===== config.mk =====
export PLATFORM = sky130hd
export DESIGN_NAME = data_port
export DESIGN_NICKNAME = d
export VERILOG_FILES = /design/src/mem_pkg.sv /design/src/data_port.sv
export SDC_FILE = /design/constraint.sdc
export NUM_CORES = 1
export LEC_CHECK = 0
export BUFFER_PORTS_ARGS = -buffer_cell sky130_fd_sc_hd__buf_4
export CORE_AREA = 2 2 80 82
export DETAILED_ROUTE_END_ITERATION = 10
export DIE_AREA = 0 0 82 84
export PLACE_DENSITY = 0.7
export SLEW_MARGIN = 20
export SYNTH_ARGS = -nofsm -noshare
export SYNTH_HDL_FRONTEND = slang
export SYNTH_SLANG_ARGS = --single-unit

===== constraint.sdc =====
create_clock -name vclk -period 1.9
set_input_delay 0.285 -clock vclk [all_inputs]
set_output_delay 0.285 -clock vclk [all_outputs]
set_load 0.005 [all_outputs]

===== src/mem_pkg.sv =====
`default_nettype none

package mem_pkg;

    // Byte lanes in one memory word
    localparam int LANES  = 4;
    localparam int BYTE_W = 8;

    // One memory word
    typedef logic [LANES*BYTE_W-1:0] word_t;

    // Byte address
    typedef logic [31:0] addr_t;

    // One enable bit per byte lane
    typedef logic [LANES-1:0] mask_t;

    // A word-wide RAM request as produced by either port
    typedef struct packed {
        addr_t addr;
        word_t wdata;
        mask_t mask;
        logic  write;
    } mem_req_t;

    // The RAM access is a single issue cycle followed by the response cycle
    typedef enum logic {
        ARB_IDLE = 1'b0,
        ARB_WAIT = 1'b1
    } arb_state_t;

endpackage

`default_nettype wire


===== src/data_port.sv =====
`timescale 1ns/1ps
`default_nettype none

module data_port (
    input  mem_pkg::addr_t    data_addr,
    input  mem_pkg::word_t    data_wdata,
    input  mem_pkg::mask_t    data_mask,
    input  logic              data_r_en,
    input  logic              data_w_en,
    input  logic              done,
    input  mem_pkg::word_t    rsp_data,
    output mem_pkg::word_t    data_rdata,
    output logic              data_finish,
    output logic              req,
    output mem_pkg::mem_req_t req_pkt
);
    import mem_pkg::*;

    assign req         = data_r_en || data_w_en;
    assign data_finish = done;

    always_comb begin
        req_pkt.addr  = {data_addr[$bits(addr_t)-1:2], 2'b00};
        req_pkt.write = data_w_en;
        // Store data and mask move up to the addressed lane, upper bytes fall off
        case (data_addr[1:0])
            2'b00: begin
                req_pkt.wdata = data_wdata;
                req_pkt.mask  = data_mask;
            end
            2'b01: begin
                req_pkt.wdata = {data_wdata[23:0], 8'b0};
                req_pkt.mask  = {data_mask[2:0], 1'b0};
            end
            2'b10: begin
                req_pkt.wdata = {data_wdata[15:0], 16'b0};
                req_pkt.mask  = {data_mask[1:0], 2'b0};
            end
            default: begin
                req_pkt.wdata = {data_wdata[7:0], 24'b0};
                req_pkt.mask  = {data_mask[0], 3'b0};
            end
        endcase
    end

    // Loads come back zero-filled, the core does any sign extension
    always_comb begin
        case (data_addr[1:0])
            2'b00:   data_rdata = rsp_data;
            2'b01:   data_rdata = {8'b0, rsp_data[31:8]};
            2'b10:   data_rdata = {16'b0, rsp_data[31:16]};
            default: data_rdata = {24'b0, rsp_data[31:24]};
        endcase
    end

endmodule

`default_nettype wire


# Word-level counts from Yosys, hierarchy flattened
# Index checks and enable logic that the tools add are counted.
[totals] regBits=0 mem_bits_ro=0 ram_bits=0 latchBits=0 memories=0 word_cells=6
[classes] shift=0 n_mul=0 n_eq_ne=2 n_mux=2 n_bitwise=0 n_reduce_logical=2 add_sub_neg=0 div_mod_pow=0 order_cmp=0
[op_table] cell="$pmux 36 s3" n=1
[op_table] cell="$pmux 32 s3" n=1
[op_table] cell="$eq 2x1->1 const B" n=1
[op_table] cell="$eq 2x2->1 const B" n=1
[op_table] cell="$logic_not 2->1" n=1
[op_table] cell="$logic_or 1x1->1" n=1

# Logic depth before layout (Yosys ltp)
[logic_depth] depth_word=2 mapped_depth=5

# Worst setup path before layout
# No wires, ideal clock.
[synth_timing] path_kind="input-to-output" startpoint="input port data_addr[0]" endpoint="output port data_rdata[11]" arrival_time_ns=0.947 required_ns=1.615 setup_slack_ns=0.668 stages=5 path_cell_list="buf_4 -> nor2b_2 -> buf_6 -> buf_6 -> o2bb2ai_1"
[synth_via] elab_chain_len=2 word_cells_on_any_way=4 classes_between="eq/ne (2); mux (1); reduce/logical (1)"
[synth_lines] element="start, declared" line_no="data_port.sv:5" source="input mem_pkg::addr_t data_addr,"
[synth_lines] element="$eq 2x2->1, or another cell as far along" line_no="data_port.sv:48" source="case (data_addr[1:0])"
[synth_lines] element="$pmux 32 s3 (*)" line_no="data_port.sv:48"
[synth_lines] element="end, declared" line_no="data_port.sv:12" source="output mem_pkg::word_t data_rdata,"
# Mark *: on every way between the ends. The rest lies on a longest branch, timed or not.

==> flow_metrics.tcl <==
set metrics [dict create \
    status "finished, final reports clean" \
    total_power_mw 0.543 \
    nClkBuffers 0 \
    grt_pass1_wl_um 7430 \
    gr-total-overflow 0 \
    drc_errors 0 \
    core_area_um2 6100 \
    final-max-slew-violation-count 0 \
    power_density_nw_per_um2 241 \
    critPathKind "primary input to output port" \
    vias 1593 \
    synth.most_common_cell "mux2i_1" \
    seq_area_um2 0 \
    wl_um 5070 \
    p_leak_nw 1.26 \
    grt_start_max_net_pins 32 \
    netlist_area_um2 1400 \
    grt_pass1_vias 1593 \
    n_sequential_cell 0 \
    cts_setup_buffers 0 \
    peakVddDrop_uv 153 \
    grt_use_total_pct 13.2 \
    viasPerCell 4.56 \
    yosysUniqueCellTypes 12 \
    drv_cap 0 \
    cts.repair.resized 0 \
    drt_iter0_drc 57 \
    synth_area_leader_cell "mux2i_1" \
    io_pins 206 \
    fill_cells 649 \
    crit_path_cell_trace "buf_4 > buf_4 > mux2i_1 > mux2i_1 > buf_4" \
    drive_gt1_share_pct 55.5 \
    portBuffers 142 \
    synth_area_leaders "mux2i_1 (49%), buf_4 (21%), o2bb2ai_1 (11%)" \
    finalSetupViolCount 0 \
    syn2layout_area_growth_pct 60.8 \
    die_y_um 84 \
    critPathMostFrequentCell "buf_4" \
    syn-instance-count 172 \
    crit_fanout 20 \
    post-route-min-period_ns 1.56 \
    syn_area_per_cell_um2 8.15 \
    holdBufCountCts 0 \
    worstPathArrival_ns 1.28 \
    required_ns 1.62 \
    worst_setup_path_end_kind "output port" \
    rows 29 \
    wire_per_inst_um 14.5 \
    critPathLaunchType "primary input" \
    slowest_delay_ns 0.31 \
    yosys_warnings 0 \
    hold_path.class "primary input to output port" \
    synth_top_area_share_pct 48.6 \
    tns_ns 0 \
    yosysSeqAreaShare_pct 0 \
    diodes 0 \
    die_w_um 82 \
    fmax_mhz 640 \
    hold_viol_final 0 \
    globalplace.congestion 0.705 \
    synth_commonest_cells "mux2i_1 (68), buf_4 (39), and2_1 (17), nor2_1 (17), o2bb2ai_1 (17)" \
    cp_slowest_cell "buf_4" \
    ant_nets 0 \
    fin_crit_sh_pct 82.3 \
    rsz0062_at_grt "false" \
    nets 377 \
    fp.dieArea_um2 6890 \
    start_util_pct 23.0 \
    antenna_found_initial 0 \
    first_pass_iters 4 \
    hpwlAfterDp_um 4280 \
]
-- cells by family after synthesis --
family	Yosys count	share of synthesized area (%)
other	1	0.268
AND/OR/NAND/NOR	37	14.0
AO/OA/AOI/OAI	17	10.6
buffers and inverters	49	26.5
multiplexers	68	48.6
-- final timing paths --
| path | from | end | slack [ns] | cells after the start |
|---|---|---|---|---|
| worst max-delay path | data_addr[1] | req_pkt[30] | 0.34 | 5 |
| worst min-delay path | data_addr[7] | req_pkt[44] | 0.57 | 0 |
-- metal layers --
metal	wire (µm)	part of all wire (%)	vias up	global-route usage, %
met2	2720	54	95	26.5
li1	-	-	778	-
met5	0	0	-	0
met1	1870	37	716	14.3
met3	454	9.0	4	2.38
met4	29	0.57	0	1.21
-- stage by stage --
| step | std cells | utilization (%) | area (µm²) | hold WS (ns) | worst slack [ns] |
|---|---|---|---|---|---|
| floorplan | 173 | - | 1410 | 0.651 | 0.668 |
| global placement | 349 | 37.0 | 2250 | 0.570 | 0.393 |
| detailed placement | 349 | 37.0 | 2250 | 0.570 | 0.341 |
| CTS | 349 | 37.0 | 2250 | 0.570 | 0.341 |
| global route | 349 | 37.0 | 2250 | 0.570 | 0.238 |
| finish | 349 | 37.0 | 2250 | 0.570 | 0.337 |
-- cell usage in the layout (no fill, tap or decap) --
| master | count |
|---|---|
| mux2i_1 | 68 |
| buf_12 | 1 |
| nor2_4 | 1 |
| or2_2 | 1 |
| nor2_1 | 17 |
| nor2b_2 | 1 |
| conb_1 | 2 |
| buf_4 | 147 |
| and2_1 | 17 |
| o2bb2ai_1 | 17 |
-- power by group --
part           internal [mW]  leakage [nW]  switching (mW)  total (mW)
Sequential                 0             0               0           0
Clock                      0             0               0           0
Combinational          0.325          1.26           0.218       0.543
Total                  0.325          1.26           0.218       0.543
-- area by class of cell --
type | count | area [µm²] | share of cell area, %
multi-input cells | 124 | 1030 | 45.9
well taps | 77 | 96.3 | 4.28
repair buffers | 148 | 1120 | 49.9
-- worst max-delay path, delay by kind of cell --
kind	cells	cell delay, ns
buf+inv	3	0.59
mux	2	0.40
Power figures use the tool's default switching activity.
