**src/mem_pkg.sv**
```systemverilog
`default_nettype none

package mem_pkg;

    // Byte lanes in one memory word
    localparam int LANES  = 4;
    localparam int BYTE_W = 8;

    // One memory word
    typedef logic [LANES*BYTE_W-1:0] word_t;

    // Byte address
    typedef logic [31:0] addr_t;

    // One enable bit per byte lane
    typedef logic [LANES-1:0] mask_t;

    // A word-wide RAM request as produced by either port
    typedef struct packed {
        addr_t addr;
        word_t wdata;
        mask_t mask;
        logic  write;
    } mem_req_t;

    // The RAM access is a single issue cycle followed by the response cycle
    typedef enum logic {
        ARB_IDLE = 1'b0,
        ARB_WAIT = 1'b1
    } arb_state_t;

endpackage

`default_nettype wire

```
**src/fetch_port.sv**
```systemverilog
`timescale 1ns/1ps
`default_nettype none

module fetch_port (
    input  logic              clk,
    input  logic              rst,
    input  mem_pkg::addr_t    fetch_addr,
    input  logic              fetch_en,
    input  logic              done,
    input  mem_pkg::word_t    rsp_data,
    input  logic              wr_done,
    output mem_pkg::word_t    fetch_data,
    output logic              fetch_finish,
    output logic              req,
    output mem_pkg::mem_req_t req_pkt
);
    import mem_pkg::*;

    logic [$bits(addr_t)-3:0] buf_tag;
    word_t                    buf_data;
    logic                     buf_valid;
    logic                     hit;
    logic                     hit_pend;

    assign hit = fetch_en && buf_valid && (buf_tag == fetch_addr[$bits(addr_t)-1:2]);

    // No RAM request while a buffer hit is being answered
    assign req = fetch_en && !hit && !hit_pend;

    always_comb begin
        req_pkt.addr  = {fetch_addr[$bits(addr_t)-1:2], 2'b00};
        req_pkt.wdata = '0;
        req_pkt.mask  = '0;
        req_pkt.write = 1'b0;
    end

    assign fetch_data   = hit_pend ? buf_data : rsp_data;
    assign fetch_finish = hit_pend || done;

    // The request is still held in the cycle of its own finish, so a hit
    // in that cycle must not start a second pulse
    always_ff @(posedge clk) begin
        if (rst) begin
            hit_pend <= 1'b0;
        end else begin
            hit_pend <= hit && !hit_pend;
        end
    end

    always_ff @(posedge clk) begin
        if (rst) begin
            buf_valid <= 1'b0;
        end else if (wr_done) begin
            buf_valid <= 1'b0;
        end else if (done) begin
            buf_valid <= 1'b1;
        end
    end

    always_ff @(posedge clk) begin
        if (done) begin
            buf_tag  <= fetch_addr[$bits(addr_t)-1:2];
            buf_data <= rsp_data;
        end
    end

endmodule

`default_nettype wire

```
**config.mk**
```make
export PLATFORM = sky130hd
export DESIGN_NAME = fetch_port
export DESIGN_NICKNAME = d
export VERILOG_FILES = /design/src/mem_pkg.sv /design/src/fetch_port.sv
export SDC_FILE = /design/constraint.sdc
export NUM_CORES = 1
export LEC_CHECK = 0
export BUFFER_PORTS_ARGS = -buffer_cell sky130_fd_sc_hd__buf_2
export CAP_MARGIN = 20
export CORE_MARGIN = 2
export CORE_UTILIZATION = 41
export CTS_CLUSTER_DIAMETER = 30
export DETAILED_ROUTE_END_ITERATION = 8
export PLACE_DENSITY = 0.74
export REMOVE_ABC_BUFFERS = 1
export SYNTH_ARGS = -nofsm -noshare
export SYNTH_HDL_FRONTEND = slang
export SYNTH_SLANG_ARGS = --single-unit
export TNS_END_PERCENT = 5
```
**constraint.sdc**
```tcl
create_clock -name clk -period 1.7 [get_ports clk]
set_clock_uncertainty 0.1 [all_clocks]
set_input_delay 0.17 -clock clk [delete_from_list [all_inputs] [get_ports clk]]
set_output_delay 0.17 -clock clk [all_outputs]
set_load 0.01 [all_outputs]
```
==> Yosys cells after proc, flatten, opt, wreduce, memory -nomap -nowiden <==
Index checks and enable logic that the tools add are counted.
{ "op_classes": {"n_mux": 1, "shifts": 0, "mul": 0, "bitwise_logic": 0, "addsub": 0, "n_reduce_logical": 9, "magnitude_cmp": 0, "n_eq_ne": 1, "div": 0} }
{ "ops": {"columns": ["op", "n"], "rows": [
  ["$mux W32", 1],
  ["$eq A30 B30 Y1", 1],
  ["$logic_and A1 B1 Y1", 5],
  ["$logic_not A1 Y1", 2],
  ["$reduce_or A2 Y1", 1],
  ["$logic_or A1 B1 Y1", 1]
]} }
{ "totals": {"output_inout_bits": 103, "register_bits": 64, "romBits": 0, "input_bits": 69, "mem_count": 0, "mem_bits_rw": 0, "latch_bits": 0, "word_cells": 15} }

==> Depth between registers and ports, before layout <==
{ "logic_depth": {"depth_word": 5, "ltp_mapped": 4, "ltp_nobuf": 4} }

==> Least setup slack after synthesis <==
No wires, ideal clock.
{ "synth_path": {"path_kind": "reg-to-output", "start": "register buf_tag[25]", "end": "output port req", "setup_slack_ps": -15, "arrival_ps": 1445, "required_ps": 1430, "stages_incl_launch_ff": 5, "path_cell_list": "edfxtp_1 xor2_1 or4_4 nor4_4 a21oi_1"} }
{ "synth_via": {"elab_chain_cells": 5} }
{ "synth_rtl": {"columns": ["item", "line_no", "text"], "rows": [
  ["start: declaration", "fetch_port.sv:19", "logic [$bits(addr_t)-3:0] buf_tag;"],
  ["start signal: assignment", "fetch_port.sv:62", "buf_tag <= fetch_addr[$bits(addr_t)-1:2];"],
  ["$eq A30 B30 Y1", "fetch_port.sv:25", "assign hit = fetch_en && buf_valid && (buf_tag == fetch_addr[$bits(addr_t)-1:2]);"],
  ["$logic_and A1 B1 Y1", "fetch_port.sv:25", null],
  ["$logic_not A1 Y1", "fetch_port.sv:28", "assign req = fetch_en && !hit && !hit_pend;"],
  ["$logic_and A1 B1 Y1 (2 in series)", "fetch_port.sv:28", null],
  ["end: declaration", "fetch_port.sv:14", "output logic req,"]
]} }
No other way between the ends.

==> Worst setup path in the final report <==
{ "layout_path": {"start": "register buf_tag[3]", "end": "output port req"} }
Same word-level chain as after synthesis.

==> metrics <==
status=finished, violations left; failing checks=negative setup slack; WP data arrival=1.76 ns; HP Class=primary input to flop; global-route wire length before repair=9949 um; Clock Tree Buf Depth=2; largest area contributor in the netlist=edfxtp_1; H-tree depth=3; Crit Reg-Reg Endpoint=hit_pend; final setup vio count=1; Fmax=492.5 MHz; Hold Violations, Final=0; Setup Fix Bufs, Post-CTS=0; RSZ-0062 raised after global routing=true; synthesis-to-finish area growth=42.77%; WS Path Type=flop to output port; Clock Pin Slew Worst Setup and Hold Paths=0.07 ns; clk sink count=64; detailed-route via count=2125; largest net degree at the start of global routing=36; worst-path maximum fanout=2; ANT nets after route=0; core box area=0.007607 mm^2; leakage power=1.923 nW; worst reg-to-reg path cell count=4; I/O Pins=172; Yosys warnings=0; root buf cell=clkbuf_8; post-layout minimum cycle time=2.031 ns; Hold Path Sink=buf_tag[25]; Tot Pwr=4.171 mW; Critical R2R Launch=buf_tag[3]; Yosys cell types=22; synth top area cells=edfxtp_1 58%, buf_4 16%, xnor2_1 7.4%; 1st-iter DRT viols=41; DRC violations left=0; total CTS buffers=9; Initial Util=41.87%; final max-slew violation count=0; Syn Inst Count=218; # port buffers=130; Wirelength per Cell=12.90 um; CTS tree=yes; Design Area, Final=0.004548 mm^2; Slowest-stage cell, CP=or4_4; Mean Syn Cell Area=14.61 um^2; Worst path top cell family by delay=simple AND/OR/NAND/NOR gates; Hold Path Stages=2; post-DP HPWL=4055 um; Congestion Overflow GR=0; die area=0.008491 mm^2; Critical Path RT=1.43 ns; GR Util All Layers=15.20%; WP buf/inv=1; critical-path cell list=xor2_1 > or4_4 > nor4_4 > a21oi_1 > buf_2; mapped cell area=0.003186 mm^2; Routed WL=6465 um; Seq cells post-synth=64; sequential-to-total area share from yosys stat=59.70%; Pre-antenna DRT Iters=4; maximum vdd drop=0.0004778 V; max-cap check violation count=0; placed instance area=0.003649 mm^2; Tcrit/Tclk final=119.4%; worst setup margin=-0.3305 ns; layout cells sized above 1=42.61%; Crit. End Element=output port; hold_sp=fetch_addr[27]; post-DR vias/cell=4.242; setup slack, reg-to-reg=0.16 ns; type of element launching the critical path=flop; Hold Worst Slack=0.06418 ns; Die Width=92.15 um; gp weighted congestion=0.6605; Layout Nets=463; Power Density=917.1 mW/mm^2; Clock Latency Late Sink=0.33 ns; DIE HEIGHT=92.15 um; CP max stage delay=0.52 ns; antenna violations before repair=0; # diodes=0; Worst path depth=5; vias in the first global route=2135; row count=32; top cell type's share of synthesized area=58.44%
area by class of cell:
class                   count  area [um^2]
well taps                 102        127.6
multi-input cells         119        890.9
clock inverters             7        143.9
fillers                   624         3059
flip-flops and latches     64         1903
repair buffers            200         1359
clock buffers               9        123.9
worst register-to-register path, delay by kind of cell (launching register included):
kind / cells / cell delay, ns
XOR/XNOR: 1 / 0.15
flip-flops: 1 / 0.38
AND/OR/NAND/NOR: 3 / 0.85
cell usage in the layout, fill, tap and decap left out, types with 3 or more instances in the layout:
cell type	count
xor2_1	3
dlygate4sd3_1	63
mux2_2	14
clkbuf_8	9
bufinv_16	4
conb_1	39
xnor2_1	27
mux2_1	18
nand4_1	6
edfxtp_1	62
buf_2	130
buf_4	5
where the power goes:
group          switching (mW)  total (mW)  internal (mW)
combinational           0.258       0.554          0.296
sequential             0.0406        1.90           1.86
clock                   0.588        1.71           1.12
total                   0.886        4.17           3.28
how the worst max path moves through the flow:
stage / startpoint / endpoint
floorplan: hit_pend / fetch_data[10]
global placement: buf_tag[25] / req
detailed placement: buf_tag[25] / req
CTS: buf_tag[3] / req
global route: buf_tag[3] / req
finish: buf_tag[3] / req
metrics by stage:
| stage | TNS, ns | util, % | setup slack [ns] | cells |
|---|---|---|---|---|
| CTS | -0.3649 | 59.79 | -0.3649 | 501 |
| global placement | -0.1371 | 47.96 | -0.1371 | 422 |
| finish | -0.3305 | 59.79 | -0.3305 | 501 |
| detailed placement | -0.1635 | 47.96 | -0.1635 | 422 |
| floorplan | -0.6807 | - | -0.02989 | 183 |
| global route | -1.422 | 59.79 | -0.4564 | 501 |
synth_stat cells:
| master | count |
|---|---|
| nor4_4 | 1 |
| nand2b_1 | 1 |
| conb_1 | 1 |
| clkbuf_1 | 2 |
| a21oi_1 | 1 |
| xnor2_1 | 27 |
| nor2_1 | 2 |
| dfxtp_1 | 2 |
| and3_1 | 1 |
| buf_2 | 2 |
| nand4_1 | 6 |
| nor4_1 | 1 |
| nand2_1 | 1 |
| mux2_2 | 14 |
| or4_4 | 1 |
| buf_4 | 69 |
| mux2_1 | 18 |
| or2_1 | 1 |
| edfxtp_1 | 62 |
| xor2_1 | 3 |
| nor3_1 | 1 |
| nand3_1 | 1 |
cells by family (layout without fill, tap and decap cells):
family | Yosys count | in the layout | synth area share (%)
AOI/OAI and AO/OA | 1 | 1 | 0.1570
xor gates and xnor gates | 30 | 30 | 8.248
buffers and inverters | 73 | 216 | 16.81
DFF | 64 | 64 | 59.70
muxes | 32 | 32 | 11.31
other | 1 | 39 | 0.1177
and+or+nand+nor | 17 | 17 | 3.653
what timing repair did:
action,in CTS,in global routing
pin swaps,3,0
gates resized for setup,1,0
endpoints found under the hold margin,62,0
endpoints found under the setup margin,23,33
hold buffers,63,0
registers in the layout (all words and copies together) (netlist names):
signal / flops
buf_tag: 30
hit_pend: 1
buf_valid: 1
buf_data: 32
per-layer routing:
| layer | GRT usage, % | wire length, um | vias up |
|---|---|---|---|
| li1 | - | - | 1025 |
| met1 | 16.86 | 2575 | 999 |
| met2 | 27.57 | 3366 | 95 |
| met4 | 5.597 | 59 | 0 |
| met3 | 4.355 | 463 | 6 |
| met5 | 0 | 0 | - |
(Power assumes the default switching activity.)
