## src/mem_pkg.sv

```systemverilog
`default_nettype none

package mem_pkg;

    // Byte lanes in one memory word
    localparam int LANES  = 4;
    localparam int BYTE_W = 8;

    // One memory word
    typedef logic [LANES*BYTE_W-1:0] word_t;

    // Byte address
    typedef logic [31:0] addr_t;

    // One enable bit per byte lane
    typedef logic [LANES-1:0] mask_t;

    // A word-wide RAM request as produced by either port
    typedef struct packed {
        addr_t addr;
        word_t wdata;
        mask_t mask;
        logic  write;
    } mem_req_t;

    // The RAM access is a single issue cycle followed by the response cycle
    typedef enum logic {
        ARB_IDLE = 1'b0,
        ARB_WAIT = 1'b1
    } arb_state_t;

endpackage

`default_nettype wire

```

## src/mem_arbiter.sv

```systemverilog
`timescale 1ns/1ps
`default_nettype none

module mem_arbiter (
    input  logic              clk,
    input  logic              rst,
    input  logic              f_req,
    input  mem_pkg::mem_req_t f_pkt,
    input  logic              d_req,
    input  mem_pkg::mem_req_t d_pkt,
    input  mem_pkg::word_t    ram_rdata,
    input  logic              ram_ready,
    output logic              ram_valid,
    output mem_pkg::mem_req_t ram_req,
    output mem_pkg::word_t    rsp_data,
    output logic              f_done,
    output logic              d_done,
    output logic              wr_done
);
    import mem_pkg::*;

    arb_state_t state;
    logic       last_fetch;
    logic       owner_fetch;
    logic       owner_write;
    logic       grant_f;
    logic       grant_d;
    logic       rsp_cycle;

    // Data wins a tie unless it was the one served last
    assign grant_d = d_req && (!f_req || last_fetch);
    assign grant_f = f_req && !grant_d;

    assign ram_valid = (state == ARB_IDLE) && (f_req || d_req);
    assign ram_req   = grant_d ? d_pkt : f_pkt;

    assign rsp_cycle = (state == ARB_WAIT) && ram_ready;
    assign rsp_data  = ram_rdata;
    assign f_done    = rsp_cycle && owner_fetch;
    assign d_done    = rsp_cycle && !owner_fetch;
    assign wr_done   = d_done && owner_write;

    always_ff @(posedge clk) begin
        if (rst) begin
            state       <= ARB_IDLE;
            last_fetch  <= 1'b1;
            owner_fetch <= 1'b0;
            owner_write <= 1'b0;
        end else begin
            case (state)
                ARB_IDLE: begin
                    if (ram_valid) begin
                        state       <= ARB_WAIT;
                        owner_fetch <= grant_f;
                        owner_write <= grant_d && d_pkt.write;
                        last_fetch  <= grant_f;
                    end
                end
                // The RAM always answers in the cycle after the issue
                ARB_WAIT: begin
                    state <= ARB_IDLE;
                end
                default: begin
                    state <= ARB_IDLE;
                end
            endcase
        end
    end

endmodule

`default_nettype wire

```

## config.mk

```make
export PLATFORM = sky130hd
export DESIGN_NAME = mem_arbiter
export DESIGN_NICKNAME = d
export VERILOG_FILES = /design/src/mem_pkg.sv /design/src/mem_arbiter.sv
export SDC_FILE = /design/constraint.sdc
export NUM_CORES = 1
export LEC_CHECK = 0
export ABC_CLOCK_PERIOD_IN_PS = 4500
export BUFFER_PORTS_ARGS = -buffer_cell sky130_fd_sc_hd__buf_2
export CORE_AREA = 5 5 107 109
export CTS_BUF_LIST = sky130_fd_sc_hd__clkbuf_4
export DETAILED_ROUTE_END_ITERATION = 10
export DIE_AREA = 0 0 112 114
export PLACE_DENSITY = 0.54
export SYNTH_ARGS = -nofsm -noshare
export SYNTH_HDL_FRONTEND = slang
export SYNTH_SLANG_ARGS = --single-unit
```

## constraint.sdc

```tcl
create_clock -name clk -period 4.5 [get_ports clk]
set_clock_uncertainty 0.15 [all_clocks]
set_input_delay 1.35 -clock clk [delete_from_list [all_inputs] [get_ports clk]]
set_output_delay 1.35 -clock clk [all_outputs]
set_load 0.01 [all_outputs]
```

# Word level (Yosys, flattened, before mapping)
# Cells that the tools add are included.
# word_totals
ff_bits	4
input_bits	175
# classes
muxes	3
reduce_logical	14
bitwise_logic	1
# op_table
cell	count
69-bit 2-to-1 mux	1
1-bit logical AND	8
1-bit logical NOT	3
1-bit logical OR	2
1-bit one-hot mux with 2 select lines	1
2-bit AND reduction	1
1-bit 2-to-1 mux	1
1-bit NOT	1

# Longest topological paths before layout
# Gate-level depths: netlist of run 1.
# logic_depth
ltp_word	5
depth_mapped	5
mapped_depth_nobuf	3

# Worst setup path after synthesis of run 1
# No wires, ideal clock.
# synth_timing
path_kind	input -> output
start	in f_req
end	out ram_req[57] (netlist name)
setup_slack_ns	0.873
required_ns	3.000
arrival_time_ns	2.127
path_stages	5
n_path_buf	2
cell_sequence	nand2b_2 nand2_2 buf_6 buf_6 mux2_4
# synth_rtl
item	line_no	rtl
start: declaration	mem_arbiter.sv:7	input logic f_req,
end: declaration	mem_arbiter.sv:14	output mem_pkg::mem_req_t ram_req,

==> metrics.md, run 1 <==
| Metric | Value |
|---|---|
| Final RePlAce weighted congestion | `~0.84` |
| Clock slew at reported path FFs | `around 40 ps` |
| Placed Instance Area | `roughly 0.0023 mm²` |
| Gr usage total | `0.08015` |
| Drt drc | `0` |
| Synth area leader | `mux2_2` |
| Fill count | `1163` |
| Critical path startpoint category | `input port` |
| Worst slew pin tran | `between 300 and 400 ps` |
| Die height | `around 110 µm` |
| Leakage power | `~1.3 nW` |
| First-pass DRT Iterations | `4` |
| Post-Syn Area | `roughly 0.0013 mm²` |
| R2r setup slk | `approximately 3400 ps` |
| Hold_buf cts | `0` |
| Relative slew slack | `0.7540` |
| Post-cts sizing count | `0` |
| GR Overflow Total | `0` |
| Ratio of total power to cell area | `143.8 mW/mm²` |
| Row cnt | `38` |
| Clock power frac | `0.129` |
| Post-DR vias/cell | `about 3.7` |
| Final setup TNS | `0 ps` |
| Register area | `roughly 80 µm²` |
| DP HPWL | `around 5500 µm` |
| Yosys cell types | `21` |
| FMAX | `248.5 MHz` |
| Footprint of the multi-input gates | `around 920 µm²` |
| Via count | `between 1500 and 2000` |
| CTS tree | `built` |
| H-Tree Depth | `1` |
| Post-route antenna net violation count | `0` |
| Max rail drop VDD | `51.25 µV` |
| Final nets | `just under 500` |
| Critical path class | `input port to primary output` |
| Die width | `roughly 110 µm` |
| Final hold vios | `0` |
| Worst Hold Class | `flip-flop to flip-flop` |
| Clk_lat worst skew | `around 230 ps` |
| Core area | `between 0.01 and 0.015 mm²` |
| Crit Path Max Fanout | `25` |
| Final setup fails | `0` |
| Vias in the first global route | `~1800` |
| CP required | `roughly 3000 ps` |
| Switching Share | `0.3616` |
| Top cells by area, synth | `mux2_2, buf_4, mux2_4` |
| Tcrit/Tclk final | `0.8943` |
| Ports | `280` |
| Max-slew violations | `0` |
| P_sw | `between 0.1 and 0.15 mW` |
| Most common cell after layout, fill and taps aside | `buf_2` |
| Fin crit period | `approximately 4000 ps` |
| Int Pwr | `0.2119 mW` |
| First-pass GRT wire length | `approximately 8500 µm` |
| CTS Buf Count | `3` |
| Most frequent cells in the layout | `buf_2, mux2_2, mux2_4` |
| Clock tree buffer depth | `2` |
| Max Cap Viol | `0` |
| Initial antenna violation count | `0` |
| Root buf cell | `clkbuf_4` |
| Final instance area | `0.002307 mm²` |
| Finished Core Util | `0.2196` |
| Area Growth Syn to Fin | `79.03%` |
| Syn Nets | `306` |
| Top cell type's share of synthesized area | `0.5155` |
| CTS sink count | `4` |
| DIE AREA | `approximately 0.013 mm²` |
| Overall Power | `between 0.3 and 0.4 mW` |
| Sequential share of the synthesized area | `0.06214` |
| Largest net degree at the start of global routing | `45` |
| Status | `completed` |
| Mapped Avg Cell Area | `around 9.8 µm²` |
| Cells after synthesis | `approximately 130` |
| Logic pwr share | `0.746` |
| Seq pwr share | `0.124` |
| Port Buf Inserts | `between 200 and 250` |
| Setup bufs post-CTS | `0` |
| N_diodes | `0` |
| CP arrival | `between 2000 and 3000 ps` |
| Yosys reg bits | `4` |
| Layout cells sized above 1 | `0.9327` |
| Final wirelength | `between 5000 and 6000 µm` |
| Starting DRT DRC Count | `31` |
| Synth Warn # | `0` |
| Unrepaired setup endpoints after global routing | `no` |
| Crit end category | `primary output` |
| Drt wl/cell | `13.14 µm` |
| Initial Utilization | `0.1226` |
==> synth_stat cells, drive strengths merged <==
master,instances
mux2,69
buf,39
dfxtp,4
nor2,4
nand2,3
nand2b,2
a211o,1
a21oi,1
a32oi,1
and2,1
and3,1
inv,1
nand4,1
nor3,1
nor3b,1
o21ai,1
==> critical path, cell delays in order <==
cell,delay (ps)
buf_2,120
nand2b_2,90
nand2_4,90
buf_4,330
mux2_2,380
buf_2,140
==> path summary, 6_finish.rpt <==
path / start / to / depth (start not counted)
min: owner_write / owner_write / 2
max reg2reg: state / last_fetch / 2
min reg2reg: owner_write / owner_write / 2
max: f_req / ram_req[29] / 6
==> flip-flops by register name, indices dropped and copies added, names as in the netlist <==
| register | count |
|---|---|
| owner_fetch | 1 |
| last_fetch | 1 |
| owner_write | 1 |
| state | 1 |
==> power by group through the flow <==
stage | sequential (mW) | clock [mW] | combinational, mW
final | 0.0412 | 0.0429 | 0.248
after floorplan | 0.0408 | 0 | 0.157
after detailed placement | 0.0417 | 0 | 0.251
after global placement | 0.0415 | 0 | 0.249
after CTS | 0.0411 | 0.0458 | 0.252
after global routing | 0.0416 | 0.0481 | 0.269
==> layer usage <==
metal,vias to the layer above,GRT usage,share of wire
met5,-,0,0
met4,0,0.01442,0.0057
met3,6,0.03767,0.17
met2,170,0.1539,0.50
met1,702,0.07953,0.33
li1,800,-,-
==> cells by family after synthesis <==
family | count (synthesis) | share of synthesized area
and+or+nand+nor | 14 | 0.05827
buffers and inverters | 40 | 0.2262
DFF | 4 | 0.06214
AOI/OAI and AO/OA | 4 | 0.02135
muxes | 69 | 0.6320
==> layout make-up <==
| class | instances | share of cell area |
|---|---|---|
| multi-input combinational | 87 | 0.3997 |
| clock buffer | 3 | 0.009761 |
| timing repair buffer | 217 | 0.4783 |
| inverter | 1 | 0.001627 |
| sequential | 4 | 0.03471 |
| tap | 140 | 0.07592 |
==> per-stage QoR <==
step	hold WS, ps	cells	setup WS (ps)
after global placement	324.8	449	500.6
after floorplan	292.6	131	872.9
after CTS	338.4	452	464.1
after detailed placement	333.0	449	461.1
final	330.2	452	475.8
after global routing	379.3	452	406.8
(Power assumes the default switching activity.)
==> run 2: changes to the inputs <==
==> constraint.sdc (replaced) <==
create_clock -name clk -period 4.5 [get_ports clk]
set_clock_uncertainty 0.15 [all_clocks]
set_input_delay 0 -clock clk [delete_from_list [all_inputs] [get_ports clk]]
set_output_delay 0 -clock clk [all_outputs]
set_load 0.01 [all_outputs]
==> metrics.md, run 2 (synthesized netlist as in run 1, its figures left out) <==
| Metric | Value |
|---|---|
| Status | `completed (unchanged)` |
| Fin crit period | `2212 ps (was 4024 ps)` |
| Clk_lat worst skew | `240 ps (was 230 ps)` |
| Grt met1 use | `0.08304 (was 0.07953)` |
| Final RePlAce weighted congestion | `0.8208 (was 0.8448)` |
| Slowest CP cell | `nand2_4 (was mux2_2)` |
| Most common cell after layout, fill and taps aside | `buf_2 (unchanged)` |
| Drt drc | `0 (unchanged)` |
| Crit path largest cell delay | `690 ps (was 380 ps)` |
| Initial Utilization | `0.1226 (unchanged)` |
| Met2 Usage GRT | `0.1723 (was 0.1539)` |
| Vias in the first global route | `1974 (was 1798)` |
| Footprint of the multi-input gates | `922.1 µm² (unchanged)` |
| CP arrival | `2060 ps (was 2520 ps)` |
| Unrepaired setup endpoints after global routing | `no (unchanged)` |
| Critical path class | `flip-flop to primary output (was input port to primary output)` |
| Leakage power | `1.425 nW (was 1.275 nW)` |
| Register area | `80.08 µm² (unchanged)` |
| Final nets | `526 (was 489)` |
| CP required | `4350 ps (was 3000 ps)` |
| Area Growth Syn to Fin | `107.2% (was 79.03%)` |
| FMAX | `452.1 MHz (was 248.5 MHz)` |
| Initial antenna violation count | `1 (was 0)` |
| Hold WS | `161.1 ps (was 330.2 ps)` |
| Final instance area | `0.002670 mm² (was 0.002307 mm²)` |
| R2r setup slk | `2930 ps (was 3410 ps)` |
| Placed Instance Area | `0.002257 mm² (was 0.002285 mm²)` |
| Max Cap Viol | `0 (unchanged)` |
| Final setup fails | `0 (unchanged)` |
| Post-cts sizing count | `0 (unchanged)` |
| Top Usage Layer GRT | `met2 (unchanged)` |
| DIE AREA | `0.01277 mm² (unchanged)` |
| CTS Buf Count | `3 (unchanged)` |
| First-pass DRT Iterations | `4 (unchanged)` |
| Ratio of total power to cell area | `138.3 mW/mm² (was 143.8 mW/mm²)` |
| Core area | `0.01051 mm² (unchanged)` |
| Final hold vios | `0 (unchanged)` |
| Worst Hold Class | `input port to primary output (was flip-flop to flip-flop)` |
| Starting DRT DRC Count | `28 (was 31)` |
| Max rail drop VDD | `73.80 µV (was 51.25 µV)` |
| Tcrit/Tclk final | `0.4916 (was 0.8943)` |
| Crit end category | `primary output (unchanged)` |
| Die width | `112 µm (unchanged)` |
| Gr usage total | `0.08513 (was 0.08015)` |
| Die height | `114 µm (unchanged)` |
| Row cnt | `38 (unchanged)` |
| DP HPWL | `5171 µm (was 5466 µm)` |
| Root buf cell | `clkbuf_4 (unchanged)` |
| Cell chain of the critical path | `nand2b_2 -> nand2_4 -> mux2_2 -> buf_2 (was buf_2 -> nand2b_2 -> nand2_4 -> buf_4 -> mux2_2 -> buf_2)` |
| Most frequent cells in the layout | `buf_2, mux2_2, dlygate4sd3_1 (was buf_2, mux2_2, mux2_4)` |
| Clock tree buffer depth | `2 (unchanged)` |
| Min-delay src | `d_pkt[53] (was owner_write)` |
| Layout cells sized above 1 | `0.8281 (was 0.9327)` |
| Relative slew slack | `0.3736 (was 0.7540)` |
| FF-to-FF path depth | `4 (was 2)` |
| First-pass GRT wire length | `9025 µm (was 8480 µm)` |
| Hold depth | `3 (was 2)` |
| CTS tree | `built (unchanged)` |
| Final setup TNS | `0 ps (unchanged)` |
| Worst reg2reg startpoint | `state (unchanged)` |
| Ports | `280 (unchanged)` |
| GR Overflow Total | `0 (unchanged)` |
| GRT met3 Usage | `0.03607 (was 0.03767)` |
| Fill count | `1131 (was 1163)` |
| Crit Path Max Fanout | `69 (was 25)` |
| Drt wl/cell | `13.31 µm (was 13.14 µm)` |
| Final wirelength | `6507 µm (was 5938 µm)` |
| Max-slew violations | `0 (unchanged)` |
| H-Tree Depth | `1 (unchanged)` |
| CTS sink count | `4 (unchanged)` |
| Hold EP | `ram_req[53] (was owner_write)` |
| Via count | `1833 (was 1678)` |
| Setup bufs post-CTS | `0 (unchanged)` |
| Post-DR vias/cell | `3.748 (was 3.712)` |
| Clock slew at reported path FFs | `40 ps (about the same)` |
| Post-route antenna net violation count | `0 (unchanged)` |
| Largest net degree at the start of global routing | `70 (was 45)` |
| Worst slew pin tran | `939.6 ps (was 368.9 ps)` |
| N_diodes | `0 (unchanged)` |
| Reg2reg end | `owner_fetch (was last_fetch)` |
| Critical path startpoint category | `flip-flop (was input port)` |
| Port Buf Inserts | `215 (unchanged)` |
-- run 2: routing by layer --
| metal | up-vias | wire [µm] |
|---|---|---|
| met5 | - | 13 |
| met4 | 2 | 0 |
| met3 | 2 | 1019 |
| met2 | 168 | 3434 |
| met1 | 791 | 2039 |
| li1 | 870 | - |
-- run 2: metrics by stage --
step,setup slack [ps],power [mW],std cells,util
after floorplan,3140,0.1977,131,-
after global placement,2564,0.2873,447,0.2148
after detailed placement,2505,0.2899,447,0.2148
after CTS,2244,0.3753,489,0.2541
after global routing,2180,0.3969,489,0.2541
final,2288,0.3693,489,0.2541
-- run 2: worst max-delay path, delay by kind of cell (launching register included) --
family / cells / cell delay, ps
buffers and inverters: 1 / 150
muxes: 1 / 440
DFF: 1 / 320
and+or+nand+nor: 2 / 900
-- run 2: cell type report --
class	count	share of cell area
Timing Repair Buffer	254	0.5492
Multi-Input combinational cell	87	0.3454
Tap cell	140	0.06560
Sequential cell	4	0.02999
Clock buffer	3	0.008435
Inverter	1	0.001406
-- run 2: repair_timing --
action,4_1_cts,5_1_grt
hold buffers,39,0
endpoints found under the setup margin,0,0
endpoints found under the hold margin,36,0
-- run 2: power breakdown --
part / leakage, nW / internal [mW] / switching [mW]
clock network: 0.0138 / 0.0299 / 0.0152
logic: 1.38 / 0.165 / 0.118
registers: 0.0331 / 0.0384 / 0.00291
-- run 2: worst max-delay path by stage --
stage                from           to  depth (start not counted)
2_1_floorplan  last_fetch  ram_req[57]                          5
4_1_cts        last_fetch   ram_req[1]                          4
3_3_place_gp   last_fetch   ram_req[1]                          4
5_1_grt        last_fetch  ram_req[42]                          4
6_report       last_fetch   ram_req[1]                          4
3_5_place_dp   last_fetch   ram_req[1]                          4
==> run 3: changes to the inputs <==
Settings changed: ABC_CLOCK_PERIOD_IN_PS 4500 to 2100, CORE_AREA 5 5 107 109 to 5 5 106 108, DIE_AREA 0 0 112 114 to 0 0 111 113, PLACE_DENSITY 0.54 to 0.55.
Clock period 4.5 ns to 2.1 ns, I/O delays scaled along.
==> metrics.md, run 3 (synthesized netlist as in run 1, its figures left out) <==
| Metric | Value |
|---|---|
| Hold_buf cts | `36 (was 39)` |
| Placed Instance Area | `0.002280 mm² (was 0.002257 mm²)` |
| Initial antenna violation count | `0 (was 1)` |
| Crit Path Max Fanout | `32 (was 69)` |
| Drt wl/cell | `12.99 µm (was 13.31 µm)` |
| Worst Hold Class | `input port to flip-flop (was input port to primary output)` |
| Port Buf Inserts | `215 (unchanged)` |
| Final setup TNS | `0 ps (unchanged)` |
| Hold EP | `last_fetch (was ram_req[53])` |
| Post-cts sizing count | `0 (unchanged)` |
| CP required | `1950 ps (was 4350 ps)` |
| Vias in the first global route | `1974 (unchanged)` |
| Critical path startpoint category | `flip-flop (unchanged)` |
| Hold depth | `3 (unchanged)` |
| Status | `completed (unchanged)` |
| Starting DRT DRC Count | `28 (unchanged)` |
| Final nets | `525 (was 526)` |
| Clk_lat worst skew | `230 ps (was 240 ps)` |
| Final RePlAce weighted congestion | `0.8021 (was 0.8208)` |
| Max Cap Viol | `0 (unchanged)` |
| GR Overflow Total | `0 (unchanged)` |
| Max rail drop VDD | `100.5 µV (was 73.80 µV)` |
| Post-route antenna net violation count | `0 (unchanged)` |
| Ratio of total power to cell area | `295.4 mW/mm² (was 138.3 mW/mm²)` |
| Final instance area | `0.002663 mm² (was 0.002670 mm²)` |
| H-Tree Depth | `1 (unchanged)` |
| DP HPWL | `5160 µm (was 5171 µm)` |
| Root buf cell | `clkbuf_4 (unchanged)` |
| Leakage power | `1.429 nW (was 1.425 nW)` |
| Final wirelength | `6287 µm (was 6507 µm)` |
| Layout cells sized above 1 | `0.8362 (was 0.8281)` |
| Relative slew slack | `0.7399 (was 0.3736)` |
| DIE AREA | `0.01254 mm² (was 0.01277 mm²)` |
| Worst reg2reg startpoint | `last_fetch (was state)` |
| Area Growth Syn to Fin | `106.6% (was 107.2%)` |
| Die width | `111 µm (was 112 µm)` |
| Setup bufs post-CTS | `0 (unchanged)` |
| Core area | `0.01014 mm² (was 0.01051 mm²)` |
| CP arrival | `1750 ps (was 2060 ps)` |
| R2r setup slk | `570 ps (was 2930 ps)` |
| First-pass DRT Iterations | `4 (unchanged)` |
| Post-placement cell count | `445 (was 447)` |
| Reg2reg end | `owner_write (was owner_fetch)` |
| Most common cell after layout, fill and taps aside | `buf_2 (unchanged)` |
| Unrepaired setup endpoints after global routing | `no (unchanged)` |
| CTS tree | `built (unchanged)` |
| Largest net degree at the start of global routing | `38 (was 70)` |
| Final hold vios | `0 (unchanged)` |
| Row cnt | `37 (was 38)` |
| Clock slew at reported path FFs | `30 ps (was 40 ps)` |
| Clock tree buffer depth | `2 (unchanged)` |
| FF-to-FF path depth | `4 (unchanged)` |
| Gr usage total | `0.08739 (was 0.08513)` |
| Ports | `280 (unchanged)` |
| Tcrit/Tclk final | `0.9065` |
| Min-delay src | `d_req (was d_pkt[53])` |
| Final setup fails | `0 (unchanged)` |
| Post-DR vias/cell | `3.756 (was 3.748)` |
| Initial Utilization | `0.1271 (was 0.1226)` |
| First-pass GRT wire length | `9197 µm (was 9025 µm)` |
| Max-slew violations | `0 (unchanged)` |
| CTS Buf Count | `3 (unchanged)` |
| Most frequent cells in the layout | `buf_2, mux2_2, dlygate4sd3_1 (unchanged)` |
| Critical path class | `flip-flop to primary output (unchanged)` |
| Die height | `113 µm (was 114 µm)` |
| Via count | `1818 (was 1833)` |
| N_diodes | `0 (unchanged)` |
| Drt drc | `0 (unchanged)` |
| Non-filler cells, final | `484 (was 489)` |
| FMAX | `~530 MHz` |
| Fill count | `1088 (was 1131)` |
| CTS sink count | `4 (unchanged)` |
| Overall Power | `0.7865 mW (was 0.3693 mW)` |
| Worst slew pin tran | `390.1 ps (was 939.6 ps)` |
| Fin crit period | `1904 ps` |
| Crit end category | `primary output (unchanged)` |
run 3: changes by cell type in the layout (fill, tap and decap cells not counted):
cell | before | now
dlygate4sd3_1 | 39 | 36
buf_12 | 0 | 1
buf_4 | 0 | 1
run 3: stage by stage:
step | worst slack (ps) | util | hold slack (ps)
2_1_floorplan | 739.9 | - | -80.93
3_3_place_gp | 471.4 | 0.2249 | -149.9
3_5_place_dp | 416.6 | 0.2249 | -149.9
4_1_cts | 164.0 | 0.2626 | 2.747
5_1_grt | 90.35 | 0.2626 | 37.13
6_report | 196.3 | 0.2626 | 15.74
run 3: metal layers:
layer / track usage / share of wire / up-vias
met4: 0.02956 / 0.015 / 0
met1: 0.09675 / 0.36 / 799
met3: 0.02513 / 0.11 / 4
met5: 0 / 0 / -
li1: - / - / 873
met2: 0.1602 / 0.52 / 142
run 3: worst max-delay path, stage by stage, from the launching register on:
cell and delay [ps]:
dfxtp_1 320, nand2b_2 210, nand2_4 90, buf_4 350
mux2_2 400, buf_2 140
run 3: area by class of cell:
| class | instances | area [µm²] | share of cell area |
|---|---|---|---|
| repair buffers | 253 | 1464 | 0.5498 |
| flip-flops and latches | 4 | 80.08 | 0.03008 |
| multi-input cells | 87 | 922.1 | 0.3463 |
| well taps | 136 | 170.2 | 0.06391 |
| clock buffers | 3 | 22.52 | 0.008459 |
| inverters | 1 | 3.754 | 0.001410 |
run 3: how the worst max path moves through the flow:
stage | to | from | cells after the start | slack [ps]
finish | ram_req[33] | last_fetch | 5 | 200
detailed placement | ram_req[33] | last_fetch | 5 | 420
global placement | ram_req[33] | last_fetch | 5 | 470
global route | ram_req[33] | last_fetch | 5 | 90
floorplan | ram_req[57] | last_fetch | 5 | 740
CTS | ram_req[33] | last_fetch | 5 | 160
run 3: where the power goes:
part	total, mW	internal, mW	switching (mW)
Clock	0.0930	0.0637	0.0292
Sequential	0.0883	0.0823	0.00597
Combinational	0.605	0.353	0.252
